## config.mk

```make
export PLATFORM = sky130hd
export DESIGN_NAME = bitmap_ctrl_top
export DESIGN_NICKNAME = d
export VERILOG_FILES = /design/src/logic/bm_bus_pkg.sv /design/src/logic/bm_ifs.sv /design/src/logic/bm_beam_timer.sv /design/src/logic/bm_fetch_master.sv /design/src/logic/bm_line_buffer.sv /design/src/logic/bm_pixel_out.sv /design/src/logic/bitmap_ctrl_top.sv
export VERILOG_INCLUDE_DIRS = /design/src /design/src/logic
export SDC_FILE = /design/constraint.sdc
export NUM_CORES = 1
export LEC_CHECK = 0
export ABC_AREA = 1
export BUFFER_PORTS_ARGS = -buffer_cell sky130_fd_sc_hd__buf_2
export CELL_PAD_IN_SITES_DETAIL_PLACEMENT = 0
export CELL_PAD_IN_SITES_GLOBAL_PLACEMENT = 2
export CORE_MARGIN = 1.5
export CORE_UTILIZATION = 39
export DETAILED_ROUTE_END_ITERATION = 10
export PLACE_DENSITY = 0.84
export SYNTH_ARGS = -nofsm -noshare
export SYNTH_HDL_FRONTEND = slang
export SYNTH_HIERARCHICAL = 1
export SYNTH_SLANG_ARGS = --single-unit
```

## constraint.sdc

```tcl
create_clock -name vclk -period 2.33 [get_ports vclk]
set_input_delay 0.466 -clock vclk [delete_from_list [all_inputs] [get_ports vclk]]
set_output_delay 0.466 -clock vclk [all_outputs]
set_load 0.05 [all_outputs]
```

## src/logic/bm_defs.svh

```systemverilog
`ifndef BM_DEFS_SVH
`define BM_DEFS_SVH

// ====================
// mode timing
// ====================
// horizontal counts in clocks
`define BM_H_TOTAL       96
`define BM_H_ACTIVE      64
`define BM_HS_START      72
`define BM_HS_END        80
// vertical counts in lines
`define BM_V_TOTAL       14
`define BM_V_ACTIVE      8
`define BM_VS_START      10
`define BM_VS_END        12
// beam and row field widths
`define BM_HPOS_W        7
`define BM_VPOS_W        4
`define BM_ROW_W         3

// ====================
// fetch geometry
// ====================
`define BM_WORDS_PER_ROW 16
`define BM_BURST_LEN     8
`define BM_BASE_ADDR0    32'h0010_0000
`define BM_BASE_ADDR1    32'h0014_0000
`define BM_CTI_CLASSIC   3'b000
`define BM_CTI_INCR      3'b010
`define BM_CTI_END       3'b111
`endif

```

## src/logic/bm_bus_pkg.sv

```systemverilog
`default_nettype none

package bm_bus_pkg;

	// one memory word, either as raw bus data or as four pixels
	// byte 0 sits in bits 7:0 and is the leftmost pixel
	typedef union packed {
		logic [31:0]     raw;
		logic [3:0][7:0] bytes;
	} pix_word_u;

endpackage

`default_nettype wire

```

## src/logic/bm_ifs.sv

```systemverilog
`timescale 1ns/1ps
`default_nettype none
`include "bm_defs.svh"

// ====================
// beam position and timing strobes
// ====================
interface beam_if;
	logic [`BM_HPOS_W-1:0] hpos;
	logic [`BM_VPOS_W-1:0] vpos;
	logic                  active;
	logic                  hsync;
	logic                  vsync;
	// one-cycle request for the row shown on the next line
	logic                  fetch_go;
	logic [`BM_ROW_W-1:0]  fetch_row;
	// one line ahead of the frame
	logic                  frame_arm;

	modport timer (output hpos, vpos, active, hsync, vsync, fetch_go, fetch_row, frame_arm);
	modport sink (input hpos, vpos, active, hsync, vsync, fetch_go, fetch_row, frame_arm);
endinterface

// ====================
// line buffer write port
// ====================
interface line_fill_if import bm_bus_pkg::*; ();
	logic      we;
	logic      half;
	logic [3:0] word_idx;
	pix_word_u data;

	modport wr (output we, half, word_idx, data);
	modport rd (input we, half, word_idx, data);
endinterface

`default_nettype wire

```

## src/logic/bm_beam_timer.sv

```systemverilog
`timescale 1ns/1ps
`default_nettype none
`include "bm_defs.svh"

module bm_beam_timer (
	input  logic  vclk,
	input  logic  rst_i,
	beam_if.timer beam
);

	localparam logic [`BM_HPOS_W-1:0] H_LAST = `BM_HPOS_W'(`BM_H_TOTAL - 1);
	localparam logic [`BM_VPOS_W-1:0] V_LAST = `BM_VPOS_W'(`BM_V_TOTAL - 1);

	logic [`BM_HPOS_W-1:0] hcnt;
	logic [`BM_VPOS_W-1:0] vcnt;
	logic                  line_start;
	logic                  last_line;

	// ====================
	// counters
	// ====================
	// pixel counter wraps at the line total, line counter steps on that wrap
	always_ff @(posedge vclk) begin
		if (rst_i) begin
			hcnt <= '0;
			vcnt <= '0;
		end else if (hcnt == H_LAST) begin
			hcnt <= '0;
			if (vcnt == V_LAST)
				vcnt <= '0;
			else
				vcnt <= vcnt + 1'b1;
		end else begin
			hcnt <= hcnt + 1'b1;
		end
	end

	assign line_start = (hcnt == '0);
	assign last_line  = (vcnt == V_LAST);

	// ranges straight from the counts
	assign beam.hpos   = hcnt;
	assign beam.vpos   = vcnt;
	assign beam.active = (hcnt < `BM_H_ACTIVE) && (vcnt < `BM_V_ACTIVE);
	assign beam.hsync  = (hcnt >= `BM_HS_START) && (hcnt < `BM_HS_END);
	assign beam.vsync  = (vcnt >= `BM_VS_START) && (vcnt < `BM_VS_END);

	// next line visible when on the last line or on rows 0 .. V_ACTIVE-2
	assign beam.fetch_go  = line_start && (last_line || (vcnt < `BM_V_ACTIVE - 1));
	// row 0 comes after the last line, otherwise the next row
	assign beam.fetch_row = last_line ? '0 : `BM_ROW_W'(vcnt + 1'b1);
	assign beam.frame_arm = line_start && last_line;

endmodule

`default_nettype wire

```

## src/logic/bm_fetch_master.sv

```systemverilog
`timescale 1ns/1ps
`default_nettype none
`include "bm_defs.svh"

module bm_fetch_master (
	input  logic        vclk,
	input  logic        rst_i,
	beam_if.sink        beam,
	input  logic        page_i,
	input  logic        onoff_i,
	output logic        cyc_o,
	output logic        stb_o,
	output logic [31:0] adr_o,
	output logic [2:0]  cti_o,
	input  logic        ack_i,
	input  logic [31:0] dat_i,
	output logic        on_o,
	line_fill_if.wr     fill
);

	localparam logic [2:0]  BEAT_LAST   = 3'(`BM_BURST_LEN - 1);
	localparam logic [31:0] ROW_BYTES   = 32'(`BM_WORDS_PER_ROW * 4);
	localparam logic [31:0] BURST_BYTES = 32'(`BM_BURST_LEN * 4);

	logic                 go_q;
	logic [`BM_ROW_W-1:0] row_q;
	logic                 page_q;
	logic                 on_q;
	// second burst of the row still to go
	logic                 pend_q;
	logic                 burst_q;
	logic [2:0]           beat_q;
	logic [31:0]          base_addr;
	logic [31:0]          start_addr;
	logic                 start_first;
	logic                 start_next;

	assign base_addr   = page_q ? `BM_BASE_ADDR1 : `BM_BASE_ADDR0;
	// an off frame never opens a cycle
	assign start_first = go_q & on_q & ~cyc_o;
	assign start_next  = pend_q & ~cyc_o;
	assign start_addr  = base_addr + 32'(row_q) * ROW_BYTES + (start_next ? BURST_BYTES : '0);

	// ====================
	// burst engine
	// ====================
	always_ff @(posedge vclk) begin
		if (rst_i) begin
			go_q    <= 1'b0;
			row_q   <= '0;
			page_q  <= 1'b0;
			on_q    <= 1'b0;
			pend_q  <= 1'b0;
			burst_q <= 1'b0;
			beat_q  <= '0;
			cyc_o   <= 1'b0;
			stb_o   <= 1'b0;
			adr_o   <= '0;
			cti_o   <= `BM_CTI_CLASSIC;
		end else begin
			go_q <= beam.fetch_go;
			if (beam.fetch_go)
				row_q <= beam.fetch_row;
			// controls hold for the whole next frame
			if (beam.frame_arm) begin
				page_q <= page_i;
				on_q   <= onoff_i;
			end
			if (start_first | start_next) begin
				cyc_o   <= 1'b1;
				stb_o   <= 1'b1;
				adr_o   <= start_addr;
				cti_o   <= `BM_CTI_INCR;
				beat_q  <= '0;
				burst_q <= start_next;
				pend_q  <= 1'b0;
			end else if (cyc_o & ack_i) begin
				beat_q <= beat_q + 1'b1;
				adr_o  <= adr_o + 32'd4;
				// flag end of burst on the word about to go out
				if (beat_q == BEAT_LAST - 1'b1)
					cti_o <= `BM_CTI_END;
				if (beat_q == BEAT_LAST) begin
					cyc_o  <= 1'b0;
					stb_o  <= 1'b0;
					cti_o  <= `BM_CTI_CLASSIC;
					pend_q <= ~burst_q;
				end
			end
		end
	end

	// ====================
	// buffer write, one cycle behind the ack
	// ====================
	always_ff @(posedge vclk) begin
		if (rst_i)
			fill.we <= 1'b0;
		else
			fill.we <= cyc_o & ack_i;
	end

	always_ff @(posedge vclk) begin
		fill.half     <= row_q[0];
		fill.word_idx <= {burst_q, beat_q};
		fill.data.raw <= dat_i;
	end

	assign on_o = on_q;

endmodule

`default_nettype wire

```

## src/logic/bm_line_buffer.sv

```systemverilog
`timescale 1ns/1ps
`default_nettype none
`include "bm_defs.svh"

module bm_line_buffer
	import bm_bus_pkg::*;
(
	input  logic       vclk,
	line_fill_if.rd    fill,
	beam_if.sink       beam,
	output logic [7:0] pix_o
);

	// two halves, one per row parity
	localparam int DEPTH = 2 * `BM_WORDS_PER_ROW;

	pix_word_u  mem [DEPTH];
	// half, word, byte
	logic [6:0] rd_adr;
	pix_word_u  rd_word;

	// ====================
	// write side
	// ====================
	always_ff @(posedge vclk) begin
		if (fill.we)
			mem[{fill.half, fill.word_idx}] <= fill.data;
	end

	// ====================
	// read side
	// ====================
	// displayed row sits in the half picked by vpos bit 0
	always_ff @(posedge vclk) begin
		rd_adr <= {beam.vpos[0], beam.hpos[5:0]};
	end

	assign rd_word = mem[rd_adr[6:2]];
	assign pix_o   = rd_word.bytes[rd_adr[1:0]];

endmodule

`default_nettype wire

```

## src/logic/bm_pixel_out.sv

```systemverilog
`timescale 1ns/1ps
`default_nettype none

module bm_pixel_out (
	input  logic       vclk,
	input  logic       rst_i,
	beam_if.sink       beam,
	input  logic [7:0] pix_i,
	input  logic       on_i,
	output logic       hsync_o,
	output logic       vsync_o,
	output logic       blank_o,
	output logic [7:0] rgb_o
);

	// first stage lines up with the buffer read
	logic active_d;
	logic hsync_d;
	logic vsync_d;

	always_ff @(posedge vclk) begin
		if (rst_i) begin
			active_d <= 1'b0;
			hsync_d  <= 1'b0;
			vsync_d  <= 1'b0;
			hsync_o  <= 1'b0;
			vsync_o  <= 1'b0;
			blank_o  <= 1'b1;
			rgb_o    <= '0;
		end else begin
			active_d <= beam.active;
			hsync_d  <= beam.hsync;
			vsync_d  <= beam.vsync;
			// output stage, pixel forced dark outside the picture or when off
			hsync_o  <= hsync_d;
			vsync_o  <= vsync_d;
			blank_o  <= ~active_d;
			rgb_o    <= (active_d && on_i) ? pix_i : 8'h00;
		end
	end

endmodule

`default_nettype wire

```

## src/logic/bitmap_ctrl_top.sv

```systemverilog
`timescale 1ns/1ps
`default_nettype none

module bitmap_ctrl_top (
	input  logic        vclk,
	input  logic        rst_i,
	// memory bus master
	output logic        cyc_o,
	output logic        stb_o,
	output logic [31:0] adr_o,
	output logic [2:0]  cti_o,
	input  logic        ack_i,
	input  logic [31:0] dat_i,
	// controls
	input  logic        page_i,
	input  logic        onoff_i,
	// video
	output logic        hsync_o,
	output logic        vsync_o,
	output logic        blank_o,
	output logic [7:0]  rgb_o
);

	logic [7:0] pix;
	logic       frame_on;

	beam_if      beam ();
	line_fill_if fill ();

	// ====================
	// pipeline stages
	// ====================
	bm_beam_timer i_timer (
		.vclk  (vclk),
		.rst_i (rst_i),
		.beam  (beam)
	);

	bm_fetch_master i_fetch (
		.vclk    (vclk),
		.rst_i   (rst_i),
		.beam    (beam),
		.page_i  (page_i),
		.onoff_i (onoff_i),
		.cyc_o   (cyc_o),
		.stb_o   (stb_o),
		.adr_o   (adr_o),
		.cti_o   (cti_o),
		.ack_i   (ack_i),
		.dat_i   (dat_i),
		.on_o    (frame_on),
		.fill    (fill)
	);

	bm_line_buffer i_lbuf (
		.vclk  (vclk),
		.fill  (fill),
		.beam  (beam),
		.pix_o (pix)
	);

	bm_pixel_out i_pix (
		.vclk    (vclk),
		.rst_i   (rst_i),
		.beam    (beam),
		.pix_i   (pix),
		.on_i    (frame_on),
		.hsync_o (hsync_o),
		.vsync_o (vsync_o),
		.blank_o (blank_o),
		.rgb_o   (rgb_o)
	);

endmodule

`default_nettype wire

```

# After elaboration in Yosys (flattened, before gate mapping)
# Memory sizes are Yosys's and may differ from the RTL's. A register that Yosys moved wholly into a read port is not among the register bits.
# Index checks and enable logic that the tools add are counted.
dict set report op_classes {
  addsub 6
  magnitude_cmp 8
  eq_ne 4
  n_mux 17
  n_bitwise 9
  reduce_logical 19
}
# op n
set ops {}
lappend ops {{$mux 32} 2}
lappend ops {{$add 32x3->32 const B} 1}
lappend ops {{$add 32x32->32} 1}
lappend ops {{$add 32x9->32} 1}
lappend ops {{$mux 19} 1}
lappend ops {{$bmux 8 s2} 1}
lappend ops {{$lt 7x7->1 const B} 2}
lappend ops {{$mux 3} 3}
lappend ops {{$lt 4x4->1 const B} 2}
lappend ops {{$mux 8} 1}
lappend ops {{$reduce_and 2->1} 4}
lappend ops {{$add 7x1->7 const B} 1}
lappend ops {{$eq 7x7->1 const B} 1}
lappend ops {{$ge 7x7->1 const B} 1}
lappend ops {{$logic_not 7->1} 1}
lappend ops {{$eq 3x3->1 const B} 2}
lappend ops {{$logic_and 1x1->1} 6}
lappend ops {{$mux 6} 1}
lappend ops {{$reduce_bool 2->1} 3}
lappend ops {{$reduce_or 2->1} 3}
lappend ops {{$mux 1} 5}
lappend ops {{$add 4x1->4 const B} 1}
lappend ops {{$and 1x1->1} 4}
lappend ops {{$eq 4x4->1 const B} 1}
lappend ops {{other kinds (10)} 14}
dict set report totals {
  regBits 117
  ramBits 1024
  input_bits 37
  out_inout_bits 48
  word_cells 89
  n_memories 1
}
# memory words width rd rd_ports_with_merged_regs wr line
set memory_table {}
lappend memory_table {i_lbuf.mem 32 32 1 1 1 bm_line_buffer.sv:17} ;# pix_word_u mem [DEPTH];

# Longest topological paths before layout
dict set report depth {
  ltp_word 5
  mapped_depth 16
  mapped_depth_nobuf 13
}

# Cells and area by module
# Netlist, hierarchy kept.
# module n_inst cells_each area_per_inst_um2 seq_area_each_um2
set modules_own_cells {}
lappend modules_own_cells {bm_line_buffer 1 3429 41658.7 30889.6}
lappend modules_own_cells {bm_fetch_master 1 391 3090.5 1641.6}
lappend modules_own_cells {bm_beam_timer 1 93 594.3 220.2}
lappend modules_own_cells {bm_pixel_out 1 43 402.9 280.3}

# Worst setup path after synthesis
# Ideal clock, no wire load.
dict set report synth_path {
  path_kind {register -> register}
  from {register i_fetch.fill.we}
  to {memory i_lbuf/mem[31][0] (netlist name) (enable)}
  arrival_time_ns 1.966
  setup_slack_ns -0.057
  path_stages_with_launch 3
  cell_sequence {dfxtp_1 > nand3_1 > nor2_1}
}
dict set report synth_between {
  elab_chain_len 2
}
# element line
set synth_rtl {}
lappend synth_rtl {{start: declaration} bm_ifs.sv:33} ;# modport wr (output we, half, word_idx, data);
lappend synth_rtl {{start signal: assignment} bm_fetch_master.sv:100} ;# fill.we <= cyc_o & ack_i;
lappend synth_rtl {{$mux 1} bm_line_buffer.sv:26} ;# if (fill.we)
lappend synth_rtl {{$mux 1 (not written as such)} bm_line_buffer.sv:27} ;# mem[{fill.half, fill.word_idx}] <= fill.data;
lappend synth_rtl {{end: declaration} bm_line_buffer.sv:17}
# No other way between the ends.

==> impl_results.rst <==
.. list-table::
   :header-rows: 1

   * - Metric
     - Value
   * - Status
     - complete, no violations
   * - Post-route clock period utilization
     - 93.26%
   * - Cells traversed along the worst timing path
     - inv_16 > buf_12 > buf_4 > nand2_1 > nand3_1 > nand3_1 > nand3_1 > nand2_1 > nand2_1 > nand3_1 > nand2_2 > nand2_1 > nand2_1 > inv_1 > nor2_1
   * - Cell taking the most area after synthesis
     - sky130_fd_sc_hd__edfxtp_1
   * - Number of nets still failing antenna checks after routing
     - 0
   * - Vertical die dimension
     - 345.5 µm
   * - End point of the most critical hold path
     - i_pix/vsync_o
   * - TNS Setup
     - 0 ns
   * - Count of endpoints failing setup in the final report
     - 0
   * - Commonest cells in the synthesized netlist
     - sky130_fd_sc_hd__nand2_1, sky130_fd_sc_hd__edfxtp_1, sky130_fd_sc_hd__nand3_1, sky130_fd_sc_hd__nor2_1, sky130_fd_sc_hd__buf_2
   * - Max incr delay on CP
     - 0.40 ns
   * - Most frequent cell on the critical path
     - sky130_fd_sc_hd__nand2_1
   * - Diode insertion count for antenna repair
     - 0
   * - Max-cap violation count
     - 0
   * - Detailed router's first-iteration violation count
     - 3389
   * - Clock slew at the register clock pins of the worst setup and hold paths
     - 0.06 ns
   * - Largest cells by area after synthesis
     - sky130_fd_sc_hd__edfxtp_1, sky130_fd_sc_hd__nand2_1, sky130_fd_sc_hd__nand3_1, sky130_fd_sc_hd__dfxtp_1, sky130_fd_sc_hd__buf_2
   * - Clock period minus final worst setup slack
     - 2.173 ns
   * - Post-Synthesis Cells
     - 3956
   * - Async set-reset flop share out of synthesis
     - 0%
   * - Transition time at the pin with the least slew margin
     - 1.045 ns
   * - Cell family contributing the most delay on the critical path
     - simple AND/OR/NAND/NOR gates
   * - Depth of the worst register-to-register path
     - 15
   * - Library cell used as clock root buffer
     - sky130_fd_sc_hd__clkbuf_16
   * - Final design instance area without fill
     - 53900 µm²
   * - Type of the most critical hold path
     - in2reg
   * - Clock tree buffer depth
     - 3
   * - Met2 Wirelength
     - 61.38 mm
   * - Worst setup skew after layout
     - 0.02500 ns
   * - TritonCTS clock tree
     - done
   * - Die ar.
     - 119400 µm²
   * - Starting Density
     - 39.37%
   * - Routed wire per std cell
     - 22.71 µm
   * - Cell count after placement
     - 5535
   * - Number of unique standard cell types used by synthesis
     - 40
   * - Proportion of netlist area held by the largest area contributor
     - 67.22%
   * - Final hold violation count
     - 0
   * - Final layout net count
     - 4211
   * - Flops & latches, synth
     - 1138
   * - Fraction of the core area covered by cells at the end of the flow
     - 46.38%
   * - Cts bufs inserted
     - 117
   * - Number of top-level design ports
     - 85
   * - Worst path bufs/invs
     - 4
   * - R2r setup slk
     - 0.16 ns
   * - Instance count along the most critical hold path
     - 2
   * - Met3 layer wire length in the routed design
     - 10.66 mm
   * - P_leak
     - 19.43 nW
   * - VDD IR-drop max
     - 539.4 µV
   * - Worst setup margin
     - 0.1570 ns
   * - Worst endpoint required time
     - 2.97 ns
   * - Most used DFF post-synth
     - sky130_fd_sc_hd__edfxtp_1
   * - Relative slew slack
     - 30.25%
   * - WS Path Type
     - reg2reg
   * - Signed area change from the synthesized netlist to the final layout
     - 17.83%
   * - Die X
     - 345.5 µm
   * - Final global-route overflow total
     - 0
   * - Final wirelength
     - 131.6 mm
   * - Count of input and output buffers
     - 82
   * - Kind of start point of the critical path
     - register
   * - Most used standard cell by instance count after synthesis
     - sky130_fd_sc_hd__nand2_1
   * - Drt via density
     - 5.275
   * - CTS Sinks
     - 1138
   * - Post-detail-place hpwl
     - 70.78 mm
   * - CP Max Fanout
     - 33
   * - Ratio of total power to cell area
     - 805.3 nW/µm²
   * - Area inside the core boundary
     - 116200 µm²
   * - Critical Path Sink Type
     - register
   * - Data arrival time of the critical path
     - 2.82 ns
   * - Total via count in the routed design
     - 30567
   * - Drt first pass iters
     - 5
   * - Largest net degree at the start of global routing
     - 60
   * - Routability congestion estimate
     - 0.8034
   * - Maximum clock rate
     - 460.2 MHz
   * - Number of core rows
     - 125
   * - Synth Warn #
     - 6
   * - Layout cells sized above 1
     - 12.81%
   * - H-tree depth reported by CTS
     - 3
   * - Synthesized area divided by synthesized cell count
     - 11.56 µm²
   * - Setup slack at placement
     - 0.09791 ns
   * - Number of enable-type register cells in the synthesized netlist
     - 1024
   * - Wire length of the first global-routing pass
     - 192.3 mm
   * - Endpoint of the most critical register-to-register path
     - i_pix/rgb_o[1]
   * - Source-to-sink clock delay at the later pin of the worst-skew pair
     - 0.72 ns
   * - Total GRT Usage
     - 21.74%
   * - Drc violations
     - 0
   * - Combined area of all synthesized cells
     - 45750 µm²
   * - Final count of pins violating max slew
     - 0
   * - Sequential share of the synthesized area
     - 72.21%
   * - Number of antenna violations at the first check in global routing
     - 5
   * - Via count of the first global-routing pass
     - 28983
   * - Instance area at placement
     - 49410 µm²
   * - Topmost layer with routed signal wires
     - met5
   * - Wl on met1
     - 55.80 mm
   * - Slowest cell on crit path
     - sky130_fd_sc_hd__dfxtp_4
   * - Min-delay src
     - rst_i
   * - Post-layout instance count excluding filler cells
     - 5795
[cells by family (layout without fill, tap and decap cells)]
logic type | count (synthesis) | in the layout | share of synthesized area [%]
AO/OA/AOI/OAI | 49 | 49 | 0.5880
XOR/XNOR | 3 | 3 | 0.05745
other | 1 | 2 | 0.008197
flip-flops | 1138 | 1138 | 72.21
adder cells (fa/ha/maj) | 6 | 6 | 0.1641
buffers and inverters | 322 | 636 | 3.982
AND/OR/NAND/NOR | 2437 | 2437 | 22.99
[worst reg2reg max path: cells and delay by family, from the launching register on]
family | cells | cell delay (ns)
and+or+nand+nor | 11 | 1.09
buffers and inverters | 4 | 0.63
DFF | 1 | 0.40
[cell usage in the layout (no fill, tap or decap), drive strengths merged, types with 16 or more instances in the layout]
| master | instances |
|---|---|
| buf | 286 |
| edfxtp | 1024 |
| o21ai | 16 |
| nor2 | 140 |
| clkinv | 58 |
| clkbuf | 144 |
| nand2 | 1304 |
| a21oi | 25 |
| bufinv | 17 |
| inv | 94 |
| dfxtp | 114 |
| nand3 | 977 |
| dlygate4sd3 | 34 |
[area by class of cell]
type | instances | area (µm²)
repair buffers | 322 | 3372
multi-input cells | 2497 | 11150
flip-flops and latches | 1138 | 33050
well taps | 1524 | 1907
clock inverters | 80 | 908.4
fillers | 10408 | 62300
clock buffers | 142 | 3142
inverters | 92 | 375.4
[state kept, by name, indices dropped and copies added, names as in the netlist, 2 cells and up, named ones only]
name	count
i_fetch/adr_o	30
i_fetch/beat_q	3
i_fetch/cti_o	2
i_fetch/fill.data	32
i_fetch/fill.word_idx	4
i_fetch/row_q	3
i_lbuf/mem	1024
i_lbuf/rd_adr	2
i_pix/rgb_o	8
i_timer/beam.hpos	7
i_timer/beam.vpos	4
[stage by stage]
step	hold slack, ns	power, mW
2_1_floorplan	0.3443	23.71
3_3_place_gp	0.3727	24.24
3_5_place_dp	0.3696	24.25
4_1_cts	0.09252	43.68
5_1_grt	0.1340	44.63
6_report	0.1260	43.41
[per-layer routing]
metal / track usage [%] / vias up
met4: 6.971 / 4
met1: 30.29 / 14925
met2: 34.94 / 1194
li1: - / 14243
met3: 3.351 / 201
met5: 0 / -
[where the power goes]
part / leakage [nW] / total, mW / internal, mW / switching, mW
Clock: 1.99 / 19.5 / 11.5 / 8.03
Sequential: 10.1 / 22.3 / 22.3 / 0.0841
Combinational: 7.30 / 1.55 / 0.498 / 1.05
[repair_timing]
action,4_1_cts,5_1_grt
hold endpoints to repair,34,0
hold buffers,34,0
setup endpoints to repair,0,7
buffers inserted,0,2
resized for setup,0,7
[worst max-delay path by stage]
stage                                from           endpoint  slack, ns  cells after the start
after detailed placement         register     i_pix/rgb_o[6]        0.1                     15
after global routing             register     i_pix/rgb_o[7]      -0.01                     14
final                            register     i_pix/rgb_o[1]       0.16                     15
after global placement           register     i_pix/rgb_o[0]       0.08                     15
after CTS                        register     i_pix/rgb_o[6]       0.08                     15
after floorplan           i_fetch/fill.we  i_lbuf/mem[31][0]      -0.06                      2
Note: power is estimated with default switching activity, not from simulation.
